==> config.mk <==
export PLATFORM = sky130hd
export DESIGN_NAME = csr_top
export DESIGN_NICKNAME = d
export VERILOG_FILES = /design/src/csr_cmd_pkg.sv /design/src/csr_map_pkg.sv /design/src/csr_access_if.sv /design/src/csr_access.sv /design/src/csr_machine_regs.sv /design/src/csr_counters.sv /design/src/csr_top.sv
export VERILOG_INCLUDE_DIRS = /design/src /design/src/src
export SDC_FILE = /design/constraint.sdc
export NUM_CORES = 1
export LEC_CHECK = 0
export ABC_CLOCK_PERIOD_IN_PS = 4240
export BUFFER_PORTS_ARGS = -buffer_cell sky130_fd_sc_hd__buf_2
export CORE_MARGIN = 1.5
export CORE_UTILIZATION = 50
export CTS_CLUSTER_SIZE = 25
export DETAILED_ROUTE_END_ITERATION = 12
export PLACE_DENSITY = 0.76
export SYNTH_ARGS = -nofsm -noshare
export SYNTH_HDL_FRONTEND = slang
export SYNTH_SLANG_ARGS = --single-unit
==> constraint.sdc <==
create_clock -name clk -period 4.24 [get_ports clk]
set_input_delay 0.424 -clock clk [delete_from_list [all_inputs] [get_ports clk]]
set_output_delay 0.424 -clock clk [all_outputs]
set_load 0.01 [all_outputs]
==> src/csr_settings.svh <==
`ifndef CSR_SETTINGS_SVH
`define CSR_SETTINGS_SVH

// Hart number reported by mhartid
`define CSR_HARTID 32'd0

// misa: MXL=1 (RV32), I base (bit 8), U mode (bit 20)
`define CSR_MISA 32'h4010_0100

// Trap base after reset
// Low two bits must stay zero, direct mode only
`define CSR_MTVEC_RESET 32'h0000_0100

// Width of cycle and instret
// Split into lo/hi halves of 32 bits each
`define CSR_CNT_W 64

`endif

==> src/csr_cmd_pkg.sv <==
package csr_cmd_pkg;

    // One command per cycle from the pipeline
    typedef enum logic [3:0] {
        CSR_CMD_NONE            = 4'd0,
        CSR_CMD_WRITE           = 4'd1,
        CSR_CMD_READ            = 4'd2,
        CSR_CMD_READ_WRITE      = 4'd3,
        CSR_CMD_READ_SET        = 4'd4,
        CSR_CMD_READ_CLEAR      = 4'd5,
        CSR_CMD_MRET            = 4'd6,
        CSR_CMD_INTERRUPT_BEGIN = 4'd7,
        CSR_CMD_EXCEPTION_BEGIN = 4'd8
    } csr_cmd_t;

    // Machine and user only, no supervisor
    typedef enum logic [1:0] {
        PRIV_U = 2'd0,
        PRIV_M = 2'd3
    } priv_t;

    // Commands that return the old CSR value
    function automatic logic cmd_is_read(input csr_cmd_t cmd);
        return cmd inside {CSR_CMD_READ, CSR_CMD_READ_WRITE,
                           CSR_CMD_READ_SET, CSR_CMD_READ_CLEAR};
    endfunction

    // Commands that update the CSR
    function automatic logic cmd_is_write(input csr_cmd_t cmd);
        return cmd inside {CSR_CMD_WRITE, CSR_CMD_READ_WRITE,
                           CSR_CMD_READ_SET, CSR_CMD_READ_CLEAR};
    endfunction

endpackage

==> src/csr_map_pkg.sv <==
package csr_map_pkg;

    typedef logic [11:0] csr_addr_t;

    // Machine information and trap setup
    localparam csr_addr_t CSR_MSTATUS   = 12'h300;
    localparam csr_addr_t CSR_MISA      = 12'h301;
    localparam csr_addr_t CSR_MIE       = 12'h304;
    localparam csr_addr_t CSR_MTVEC     = 12'h305;
    // Trap handling
    localparam csr_addr_t CSR_MSCRATCH  = 12'h340;
    localparam csr_addr_t CSR_MEPC      = 12'h341;
    localparam csr_addr_t CSR_MCAUSE    = 12'h342;
    localparam csr_addr_t CSR_MIP       = 12'h344;
    localparam csr_addr_t CSR_MHARTID   = 12'hF14;
    // Machine counters, writable
    localparam csr_addr_t CSR_MCYCLE    = 12'hB00;
    localparam csr_addr_t CSR_MINSTRET  = 12'hB02;
    localparam csr_addr_t CSR_MCYCLEH   = 12'hB80;
    localparam csr_addr_t CSR_MINSTRETH = 12'hB82;
    // User counter aliases, read only
    localparam csr_addr_t CSR_CYCLE     = 12'hC00;
    localparam csr_addr_t CSR_INSTRET   = 12'hC02;
    localparam csr_addr_t CSR_CYCLEH    = 12'hC80;
    localparam csr_addr_t CSR_INSTRETH  = 12'hC82;

    // mstatus as seen by software, unused fields read zero
    typedef struct packed {
        logic [18:0] rsvd_31_13;
        logic [1:0]  mpp;         // Previous privilege
        logic [2:0]  rsvd_10_8;
        logic        mpie;        // Saved MIE
        logic [2:0]  rsvd_6_4;
        logic        mie;         // Global enable
        logic [2:0]  rsvd_2_0;
    } mstatus_t;

    // Same positions in mie and mip
    localparam int IRQ_MEI_BIT = 11;
    localparam int IRQ_MTI_BIT = 7;

    // Pack external and timer bits into an mie/mip word
    function automatic logic [31:0] irq_word(input logic mei, input logic mti);
        logic [31:0] w;
        w = '0;
        w[IRQ_MEI_BIT] = mei;
        w[IRQ_MTI_BIT] = mti;
        return w;
    endfunction

endpackage

==> src/csr_access_if.sv <==
`timescale 1ns/1ps

// One bank of CSR storage as seen by the decoder
interface csr_access_if import csr_map_pkg::*; ();

    csr_addr_t   addr;        // Shared by all banks
    logic        write_en;    // Already qualified by validity
    logic [31:0] write_data;  // Final value after set/clear
    logic        hit;         // Bank owns addr
    logic        read_only;   // Owned but not writable
    logic [31:0] read_data;

    modport decoder (
        output addr,
        output write_en,
        output write_data,
        input  hit,
        input  read_only,
        input  read_data
    );

    modport bank (
        input  addr,
        input  write_en,
        input  write_data,
        output hit,
        output read_only,
        output read_data
    );

endinterface

==> src/csr_access.sv <==
`timescale 1ns/1ps

module csr_access import csr_cmd_pkg::*, csr_map_pkg::*; (
    input  csr_cmd_t      cmd,
    input  csr_addr_t     addr,
    input  logic [31:0]   writedata,
    input  priv_t         priv,
    output logic [31:0]   readdata,
    output logic          invalid,
    output logic          trap_enter,  // Strobe to machine regs
    output logic          mret,        // Strobe, only when legal
    csr_access_if.decoder bank_m,
    csr_access_if.decoder bank_c
);

    logic        is_read;
    logic        is_write;
    logic [1:0]  priv_level;
    logic        any_hit;
    logic        ro_hit;
    logic        priv_fail;
    logic        access_bad;
    logic        mret_bad;
    logic [31:0] old_data;
    logic [31:0] new_data;

    assign is_read    = cmd_is_read(cmd);
    assign is_write   = cmd_is_write(cmd);
    assign priv_level = priv;

    // Bank responses
    assign any_hit = bank_m.hit | bank_c.hit;
    assign ro_hit  = (bank_m.hit & bank_m.read_only) | (bank_c.hit & bank_c.read_only);

    // Bits 9:8 hold the lowest privilege allowed to touch the CSR
    assign priv_fail = addr[9:8] > priv_level;

    always_comb begin
        access_bad = 1'b0;
        if (is_read || is_write) begin
            access_bad = !any_hit || priv_fail || (is_write && ro_hit);
        end
    end

    assign mret_bad = (cmd == CSR_CMD_MRET) && (priv != PRIV_M);  // No MRET from U
    assign invalid  = access_bad | mret_bad;

    // At most one bank hits
    always_comb begin
        if (bank_m.hit) begin
            old_data = bank_m.read_data;
        end else if (bank_c.hit) begin
            old_data = bank_c.read_data;
        end else begin
            old_data = '0;
        end
    end

    always_comb begin
        case (cmd)
            CSR_CMD_READ_SET:   new_data = old_data | writedata;
            CSR_CMD_READ_CLEAR: new_data = old_data & ~writedata;
            default:            new_data = writedata;  // WRITE, READ_WRITE
        endcase
    end

    // Nothing leaks out on a failed read
    assign readdata = (is_read && !access_bad) ? old_data : '0;

    // Same address and data to both banks, enable picks the owner
    assign bank_m.addr       = addr;
    assign bank_m.write_data = new_data;
    assign bank_m.write_en   = is_write && !access_bad && bank_m.hit;
    assign bank_c.addr       = addr;
    assign bank_c.write_data = new_data;
    assign bank_c.write_en   = is_write && !access_bad && bank_c.hit;

    // Traps are never rejected
    assign trap_enter = (cmd == CSR_CMD_INTERRUPT_BEGIN) || (cmd == CSR_CMD_EXCEPTION_BEGIN);
    assign mret       = (cmd == CSR_CMD_MRET) && !mret_bad;

endmodule

==> src/csr_machine_regs.sv <==
`timescale 1ns/1ps
`include "csr_settings.svh"

module csr_machine_regs import csr_cmd_pkg::*, csr_map_pkg::*; (
    input  logic        clk,
    input  logic        rst_n,
    input  logic        trap_enter,
    input  logic        mret,
    input  logic [31:0] cause,
    input  logic [31:0] epc,
    input  logic        irq_external,
    input  logic        irq_timer,
    output priv_t       priv,
    output logic [31:0] next_pc,
    output logic        irq_pending,
    csr_access_if.bank  bank
);

    localparam logic [31:0] MTVEC_RESET_WORD = `CSR_MTVEC_RESET;

    priv_t       priv_q;
    logic        mstatus_mie;
    logic        mstatus_mpie;
    priv_t       mstatus_mpp;
    logic        mie_meie;
    logic        mie_mtie;
    logic [31:2] mtvec_base;   // Direct mode, low bits read zero
    logic [31:2] mepc_base;    // IALIGN 32
    logic [31:0] mscratch;
    logic [31:0] mcause;
    mstatus_t    mstatus_rd;
    mstatus_t    mstatus_wr;

    // Software view of mstatus
    always_comb begin
        mstatus_rd      = '0;
        mstatus_rd.mie  = mstatus_mie;
        mstatus_rd.mpie = mstatus_mpie;
        mstatus_rd.mpp  = mstatus_mpp;
    end

    assign mstatus_wr = bank.write_data;

    // Read side and address decode
    always_comb begin
        bank.hit       = 1'b1;
        bank.read_only = 1'b0;
        bank.read_data = '0;
        case (bank.addr)
            CSR_MSTATUS:  bank.read_data = mstatus_rd;
            CSR_MISA: begin
                bank.read_data = `CSR_MISA;
                bank.read_only = 1'b1;
            end
            CSR_MIE:      bank.read_data = irq_word(mie_meie, mie_mtie);
            CSR_MTVEC:    bank.read_data = {mtvec_base, 2'b00};
            CSR_MSCRATCH: bank.read_data = mscratch;
            CSR_MEPC:     bank.read_data = {mepc_base, 2'b00};
            CSR_MCAUSE:   bank.read_data = mcause;
            CSR_MIP:      bank.read_data = irq_word(irq_external, irq_timer);  // Wires only
            CSR_MHARTID: begin
                bank.read_data = `CSR_HARTID;
                bank.read_only = 1'b1;
            end
            default:      bank.hit = 1'b0;
        endcase
    end

    always_ff @(posedge clk) begin
        if (!rst_n) begin
            priv_q       <= PRIV_M;
            mstatus_mie  <= 1'b0;
            mstatus_mpie <= 1'b0;
            mstatus_mpp  <= PRIV_U;
            mie_meie     <= 1'b0;
            mie_mtie     <= 1'b0;
            mtvec_base   <= MTVEC_RESET_WORD[31:2];
            mepc_base    <= '0;
            mscratch     <= '0;
            mcause       <= '0;
        end else if (trap_enter) begin
            mepc_base    <= epc[31:2];
            mcause       <= cause;
            mstatus_mpie <= mstatus_mie;  // Stack the enable
            mstatus_mie  <= 1'b0;
            mstatus_mpp  <= priv_q;
            priv_q       <= PRIV_M;
        end else if (mret) begin
            mstatus_mie  <= mstatus_mpie;
            mstatus_mpie <= 1'b1;
            priv_q       <= mstatus_mpp;
            mstatus_mpp  <= PRIV_U;       // Least privileged mode supported
        end else if (bank.write_en) begin
            case (bank.addr)
                CSR_MSTATUS: begin
                    mstatus_mie  <= mstatus_wr.mie;
                    mstatus_mpie <= mstatus_wr.mpie;
                    // WARL, anything but M falls back to U
                    mstatus_mpp  <= (mstatus_wr.mpp == 2'b11) ? PRIV_M : PRIV_U;
                end
                CSR_MIE: begin
                    mie_meie <= bank.write_data[IRQ_MEI_BIT];
                    mie_mtie <= bank.write_data[IRQ_MTI_BIT];
                end
                CSR_MTVEC:    mtvec_base <= bank.write_data[31:2];
                CSR_MSCRATCH: mscratch   <= bank.write_data;
                CSR_MEPC:     mepc_base  <= bank.write_data[31:2];
                CSR_MCAUSE:   mcause     <= bank.write_data;
                default: ;  // misa, mhartid, mip hold nothing writable
            endcase
        end
    end

    assign priv = priv_q;

    // Trap target while entering, return address otherwise
    assign next_pc = trap_enter ? {mtvec_base, 2'b00} : {mepc_base, 2'b00};

    assign irq_pending = mstatus_mie &
                         ((mie_meie & irq_external) | (mie_mtie & irq_timer));

endmodule

==> src/csr_counters.sv <==
`timescale 1ns/1ps
`include "csr_settings.svh"

module csr_counters import csr_map_pkg::*; (
    input  logic       clk,
    input  logic       rst_n,
    input  logic       instret_inc,  // One retired instruction
    csr_access_if.bank bank
);

    logic [`CSR_CNT_W-1:0] cycle_q;
    logic [`CSR_CNT_W-1:0] instret_q;

    // Written half wins, otherwise count
    function automatic logic [`CSR_CNT_W-1:0] count_next(
        input logic [`CSR_CNT_W-1:0] cnt,
        input logic                  wr_lo,
        input logic                  wr_hi,
        input logic [31:0]           data,
        input logic                  inc
    );
        if (wr_lo) begin
            return {cnt[`CSR_CNT_W-1:32], data};
        end
        if (wr_hi) begin
            return {data, cnt[31:0]};
        end
        return inc ? cnt + `CSR_CNT_W'(1) : cnt;
    endfunction

    always_comb begin
        bank.hit       = 1'b1;
        bank.read_only = bank.addr[11:10] == 2'b11;  // User aliases
        case (bank.addr)
            CSR_MCYCLE, CSR_CYCLE:       bank.read_data = cycle_q[31:0];
            CSR_MCYCLEH, CSR_CYCLEH:     bank.read_data = cycle_q[`CSR_CNT_W-1:32];
            CSR_MINSTRET, CSR_INSTRET:   bank.read_data = instret_q[31:0];
            CSR_MINSTRETH, CSR_INSTRETH: bank.read_data = instret_q[`CSR_CNT_W-1:32];
            default: begin
                bank.hit       = 1'b0;
                bank.read_data = '0;
            end
        endcase
    end

    always_ff @(posedge clk) begin
        if (!rst_n) begin
            cycle_q   <= '0;
            instret_q <= '0;
        end else begin
            cycle_q   <= count_next(cycle_q, bank.write_en && bank.addr == CSR_MCYCLE,
                                    bank.write_en && bank.addr == CSR_MCYCLEH,
                                    bank.write_data, 1'b1);
            instret_q <= count_next(instret_q, bank.write_en && bank.addr == CSR_MINSTRET,
                                    bank.write_en && bank.addr == CSR_MINSTRETH,
                                    bank.write_data, instret_inc);
        end
    end

endmodule

==> src/csr_top.sv <==
`timescale 1ns/1ps

module csr_top import csr_cmd_pkg::*, csr_map_pkg::*; (
    input  logic        clk,
    input  logic        rst_n,
    input  csr_cmd_t    csr_cmd,
    input  csr_addr_t   csr_address,
    input  logic [31:0] csr_writedata,
    input  logic [31:0] csr_exc_cause,    // mcause on trap entry
    input  logic [31:0] csr_exc_epc,      // Faulting or interrupted pc
    input  logic        irq_external,
    input  logic        irq_timer,
    input  logic        instret_inc,
    output logic [31:0] csr_readdata,
    output logic        csr_invalid,
    output logic [31:0] csr_next_pc,
    output priv_t       csr_priv,
    output logic        csr_irq_pending
);

    logic trap_enter;
    logic mret;

    // Machine registers and counters
    csr_access_if bank_m ();
    csr_access_if bank_c ();

    csr_access u_access (
        .cmd        (csr_cmd),
        .addr       (csr_address),
        .writedata  (csr_writedata),
        .priv       (csr_priv),          // Current mode for the access check
        .readdata   (csr_readdata),
        .invalid    (csr_invalid),
        .trap_enter (trap_enter),
        .mret       (mret),
        .bank_m     (bank_m),
        .bank_c     (bank_c)
    );

    csr_machine_regs u_machine_regs (
        .clk          (clk),
        .rst_n        (rst_n),
        .trap_enter   (trap_enter),
        .mret         (mret),
        .cause        (csr_exc_cause),
        .epc          (csr_exc_epc),
        .irq_external (irq_external),
        .irq_timer    (irq_timer),
        .priv         (csr_priv),
        .next_pc      (csr_next_pc),
        .irq_pending  (csr_irq_pending),
        .bank         (bank_m)
    );

    csr_counters u_counters (
        .clk         (clk),
        .rst_n       (rst_n),
        .instret_inc (instret_inc),
        .bank        (bank_c)
    );

endmodule

* After elaboration in Yosys (flattened, before gate mapping)
Cells that the tools add are included.
** Storage, ports and cells
- Flip-flop bits (word level) :: 260
- Bits in latches :: 0
- RAM bits :: 0
- Memory bits (read-only) :: 0
- Input port bits :: 117
- Word-level logic and storage cells :: 157
- Memories :: 0
** Cells by class
- Add/subtract/negate cells :: 2
- Multiply operators :: 0
- Div/mod/pow operators :: 0
- Order comparisons :: 1
- Equal/unequal tests :: 31
- Shift operators :: 0
- Multiplexer cells :: 50
- Bitwise logic cells :: 15
- Reductions and logical operators :: 44
** Operator list (number)
- 64-bit 2-to-1 mux :: 9
- 32-bit 2-to-1 mux :: 8
- 32-bit case mux with 8 select lines :: 1
- 64-bit by 1-bit adder with 64-bit output, second input constant :: 2
- 32-bit case mux with 4 select lines :: 1
- 30-bit 2-to-1 mux :: 4
- 12-bit == test, second input constant :: 9
- 12-bit by 10-bit == test with 1-bit output, second input constant :: 8
- 32-bit case mux with 2 select lines :: 1
- 32-bit bitwise AND :: 1
- 32-bit NOT :: 1
- 32-bit OR :: 1
- 1-bit 2-to-1 mux :: 21
- 4-bit by 3-bit == test with 1-bit output, second input constant :: 4
- 4-bit AND reduction :: 3
- 2-bit OR reduction :: 6
- 1-bit logical AND :: 11
- 2-bit 2-to-1 mux :: 5
- 2-bit nonzero test :: 5
- 3-bit nonzero test :: 3
- 9-bit OR reduction :: 1
- 4-bit by 2-bit == test with 1-bit output, second input constant :: 2
- 4-bit nonzero test :: 2
- 8-bit OR reduction :: 1
- other kinds (14) :: 33

* Longest topological paths before layout
- Depth in word-level cells :: 18
- Gate-level depth with buffers :: 12
- Gate-level depth less buffers :: 9

* Cells and area by module
A second synthesis with hierarchy kept.
** Second synthesis, totals
- Cells, all modules :: 2081
- Area, all modules :: 16716.0 µm²
** By module, submodules not included
- csr_counters :: times used 1, cells each 1131, area an instance 8453.1 µm²
- csr_machine_regs :: times used 1, cells each 715, area an instance 6636.4 µm²
- csr_access :: times used 1, cells each 235, area an instance 1626.6 µm²

* Worst setup path before layout
No wires, ideal clock.
- Kind :: input port to output port
- Start point :: input port csr_address[4]
- End point :: output port csr_readdata[11]
- Arrival :: 2.589 ns
- Required time :: 3.816 ns
- Slack :: 1.227 ns
- Stages :: 11
- Path buffers :: 4
- Cells stage by stage :: buf_2 or4_1 clkbuf_1 nor2_1 a21oi_1 o211ai_1 nand3_1 or3_1 buf_2 buf_6 nor2b_1
** Between the ends
- Word-level cells in the longest chain between the ends :: 11
- Elaborated cells between the ends (all ways) :: 43
** RTL lines
- from (decl) :: line csr_top.sv:7 : input csr_addr_t csr_address,
- 12-bit == test, or another cell as far along :: line csr_machine_regs.sv:49 : case (bank.addr)
- 9-bit OR reduction (no line), or another cell as far along
- 1-bit 2-to-1 mux, on equally long branches :: line csr_machine_regs.sv:49, csr_counters.sv:34
- 1-bit bitwise AND or 1-bit OR (tied branches) :: line csr_access.sv:33, csr_access.sv:32
- 1-bit OR or 1-bit logical NOT (tied branches) :: line csr_access.sv:33, csr_access.sv:41
- 1-bit logical AND or 1-bit logical OR (tied branches) :: line csr_access.sv:41 : access_bad = !any_hit || priv_fail || (is_write && ro_hit);
- 1-bit logical OR :: line csr_access.sv:41
- 1-bit 2-to-1 mux :: line csr_access.sv:40 : if (is_read || is_write) begin
- 1-bit logical NOT :: line csr_access.sv:68 : assign readdata = (is_read && !access_bad) ? old_data : '0;
- 1-bit logical AND :: line csr_access.sv:68
- 32-bit 2-to-1 mux (*) :: line csr_access.sv:68
- to (decl) :: line csr_top.sv:14 : output logic [31:0] csr_readdata,
Every way passes the cells marked *; elsewhere a longest branch is shown, timed or not.

* Worst setup path in the final report
- Start point :: input port csr_address[10]
- End point :: output port csr_readdata[28]
Same word-level chain as after synthesis.

==> metrics.md <==
| Metric | Value |
|---|---|
| Die height | approximately 190 µm |
| Fin cells | slightly below 3,000 |
| Kind of critical path | primary input to output port |
| Area growth from synthesis to layout | 16.1% |
| N_diodes | 0 |
| CTS tree | built |
| Setup Viol. Count Final | 0 |
| Global-route usage over all layers | 46.0% |
| Clk_skew | approximately 0.011 ns |
| Largest net degree at the start of global routing | 125 |
| Placer Congestion | roughly 1.1 |
| Critical Path Fanout Max | 32 |
| Via Count | between 20,000 and 25,000 |
| P_leak | ~7.4 nW |
| DP Cell Count | between 2,000 and 3,000 |
| IO Pins | around 190 |
| Iter 0 DRT Violations | roughly 3,300 |
| Outcome | complete, no violations |
| I/O Buffers | 180 |
| First-pass GRT wire length | roughly 120 mm |
| HPWL Detailed | between 60 and 70 mm |
| Max Slew Vio Count | 0 |
| Req. time, crit path | between 3 and 4 ns |
| Commonest register cell after synthesis | dfxtp_1 |
| Hold_sp | csr_exc_cause[20] |
| PwrDens | around 300 nW/µm² |
| Reg clk slew, reported paths | 0.07 ns |
| Fin. Hold Viols | 0 |
| EDFF count, synth | 0 |
| Crit path DAT | ~3.1 ns |
| Unrepaired setup endpoints after global routing | false |
| CP Launch Type | primary input |
| Vias in the first global route | approximately 19,000 |
| DRC | 0 |
| Worst slew margin | roughly 17% |
| Worst-Margin Slew | approximately 1.3 ns |
| Share of layout cells above drive strength 1 | 17.5% |
| Mapped Cells | 2,322 |
| Setup crit start | csr_address[10] |
| Hold WC Path Type | primary input to register |
| Maxcap violations | 0 |
| Postcts setup bufs | 0 |
| Die area | 36,000 µm² |
| FP Rows | approximately 70 |
| Sequential fraction of the synthesis area | slightly below 30% |
| Clock latency on the worst-skew pair | just under 0.6 ns |
| Peak VDD IR | roughly 0.37 mV |
| Die X | 190 µm |
| Async set-reset flop share out of synthesis | 0% |
| Synthesized cell area | 17,400 µm² |
| Kind of end point of the critical path | output port |
| TritonCTS Buffers | 31 |
| H-Tree Depth | 1 |
| Final worst path period share | between 80% and 90% |
| Final wirelength | 85.4 mm |
| DRT Pass-1 Iters | 11 |
| Unique masters post-synth | 99 |
| Initial core utilization | 50.6% |
| Final antenna-violating net count | 0 |
| DR WL/cell | a little under 30 µm |
| Root buf cell | clkbuf_16 |
| Ys Warns | 0 |
| GR Overflow Total | 0 |
| Minimum clock period after layout | roughly 3.6 ns |
| Via-to-Cell Ratio | approximately 7.2 |
| TNS Setup | 0 ns |
| CTS max path bufs | 3 |
| Initial antenna violation count | 1 |
| Post_cts resized | 0 |
| R2r startpoint | u_counters.cycle_q[15] |
| Clock Sink Count | 260 |
| Synth Register Bits | 260 |
| Mapped Avg Cell Area | 7.51 µm² |
| CTS Hold Bufs | 0 |
| Fin nets | 2,583 |
| Max Freq | between 0.2 and 0.3 GHz |
| Core Box Area | about 34,000 µm² |
==> metrics by stage <==
step / power, mW / hold WS [ns] / cell area [µm²] / setup WS [ns] / utilization (%)
global placement: 3.20 / 0.438 / 19100 / 0.739 / 55.5
detailed placement: 3.22 / 0.446 / 19100 / 0.756 / 55.5
CTS: 6.10 / 0.0606 / 20200 / 0.851 / 58.8
global route: 6.26 / 0.0852 / 20200 / 0.703 / 58.8
floorplan: 2.91 / 0.431 / 17400 / 1.23 / -
finish: 6.16 / 0.0566 / 20200 / 0.673 / 58.8
==> worst max-delay path, cell delays in order <==
cell       delay [ns]
buf_2            0.14
nand4bb_1        0.56
nor3_1           0.44
o21ai_0          0.23
o311ai_1         0.12
nand3_1          0.14
or3_1            0.37
buf_4            0.26
nor2_1           0.23
buf_2            0.17
==> registers in the layout (all words and copies together), names as in the netlist <==
name,cells
u_counters.instret_q,64
u_machine_regs.mstatus_mie,1
u_machine_regs.mepc_base,30
u_machine_regs.mstatus_mpie,1
u_machine_regs.mie_meie,1
u_machine_regs.mscratch,32
u_machine_regs.mstatus_mpp,2
u_machine_regs.priv,2
u_machine_regs.mie_mtie,1
u_machine_regs.mtvec_base,30
u_counters.cycle_q,64
u_machine_regs.mcause,32
==> routing by layer <==
metal	GRT usage [%]	routed length, µm	vias to the layer above
met3	9.72	10700	431
met2	70.6	36200	1727
met4	32.6	7560	0
met1	57.5	30900	9932
li1	-	-	9012
met5	0	0	-
==> final cells by class <==
class	instances	area, µm²
fillers	3176	14200
multi-input cells	1852	11400
flip-flops and latches	260	5200
repair buffers	295	1870
clock buffers	40	880
well taps	455	569
clock inverters	18	239
inverters	22	85.1
==> power breakdown <==
part | leakage [nW] | internal (mW) | switching [mW] | total, mW
sequential | 2.10 | 2.48 | 0.0388 | 2.52
combinational | 4.78 | 0.211 | 0.469 | 0.680
clock | 0.551 | 1.77 | 1.19 | 2.96
total | 7.43 | 4.46 | 1.70 | 6.16
==> cell usage after synthesis, drive strengths merged, types with 7 or more instances <==
cell type,number,area (µm²)
xor2,8,70.1
nor2,188,711
nor3,76,427
and4,13,114
o21a,38,285
a22oi,43,323
a2bb2oi,10,87.6
or3,12,80.1
mux2,16,180
a21oi,219,1110
clkbuf,114,428
o31ai,22,240
a41oi,7,61.3
buf,75,419
o2bb2ai,15,131
nand2,299,1120
o22ai,38,238
a21o,14,105
dfxtp,260,5200
nand2b,19,119
o21ai,136,681
o221ai,15,131
a211oi,37,283
mux2i,71,711
and3,47,294
o211ai,20,150
o31a,23,201
nand3,140,701
and2,24,150
a31oi,32,206
o22a,10,87.6
nand4,54,372
or4,14,109
o211a,30,300
inv,22,82.6
o32ai,9,78.8
nor4b,7,128
a221oi,11,96.3
xnor2,11,96.3
nor4,37,339
nor2b,8,50.1
==> final timing paths <==
path / end / slack [ns] / cells after the start
setup / recovery: csr_readdata[28] / 0.67 / 10
hold reg to reg: u_machine_regs.mscratch[16] / 0.46 / 2
setup reg to reg: u_counters.cycle_q[55] / 1.01 / 7
hold / removal: u_machine_regs.mcause[20] / 0.06 / 3
==> kinds of logic after synthesis <==
family | after synthesis | share of synthesized area, %
and+or+nand+nor | 967 | 28.5
AOI/OAI and AO/OA | 772 | 29.8
DFF | 260 | 29.8
buffers and inverters | 211 | 5.33
muxes | 88 | 5.24
xor gates and xnor gates | 19 | 0.954
adders and majority gates | 4 | 0.287
other | 1 | 0.0215
==> cells in the final DEF, fill, tap and decap left out, types with 14 or more instances in the layout <==
cell / instances
nand2_1: 299
nor3_1: 66
inv_1: 21
o211a_1: 29
buf_4: 109
dfxtp_1: 260
a22oi_1: 43
buf_2: 178
o21ai_0: 103
o21ai_1: 32
nand4_1: 50
and2_1: 24
o22ai_1: 38
o211ai_1: 20
o31ai_1: 14
a31oi_1: 31
clkbuf_16: 31
nand3_1: 139
nor4_1: 21
a211oi_1: 36
nand2b_1: 19
o221ai_1: 15
o31a_1: 23
mux2_2: 15
a21o_1: 14
o2bb2ai_1: 15
a21oi_1: 215
mux2i_1: 71
and3_1: 47
nor2_1: 185
o21a_1: 38
Power figures use the tool's default switching activity.
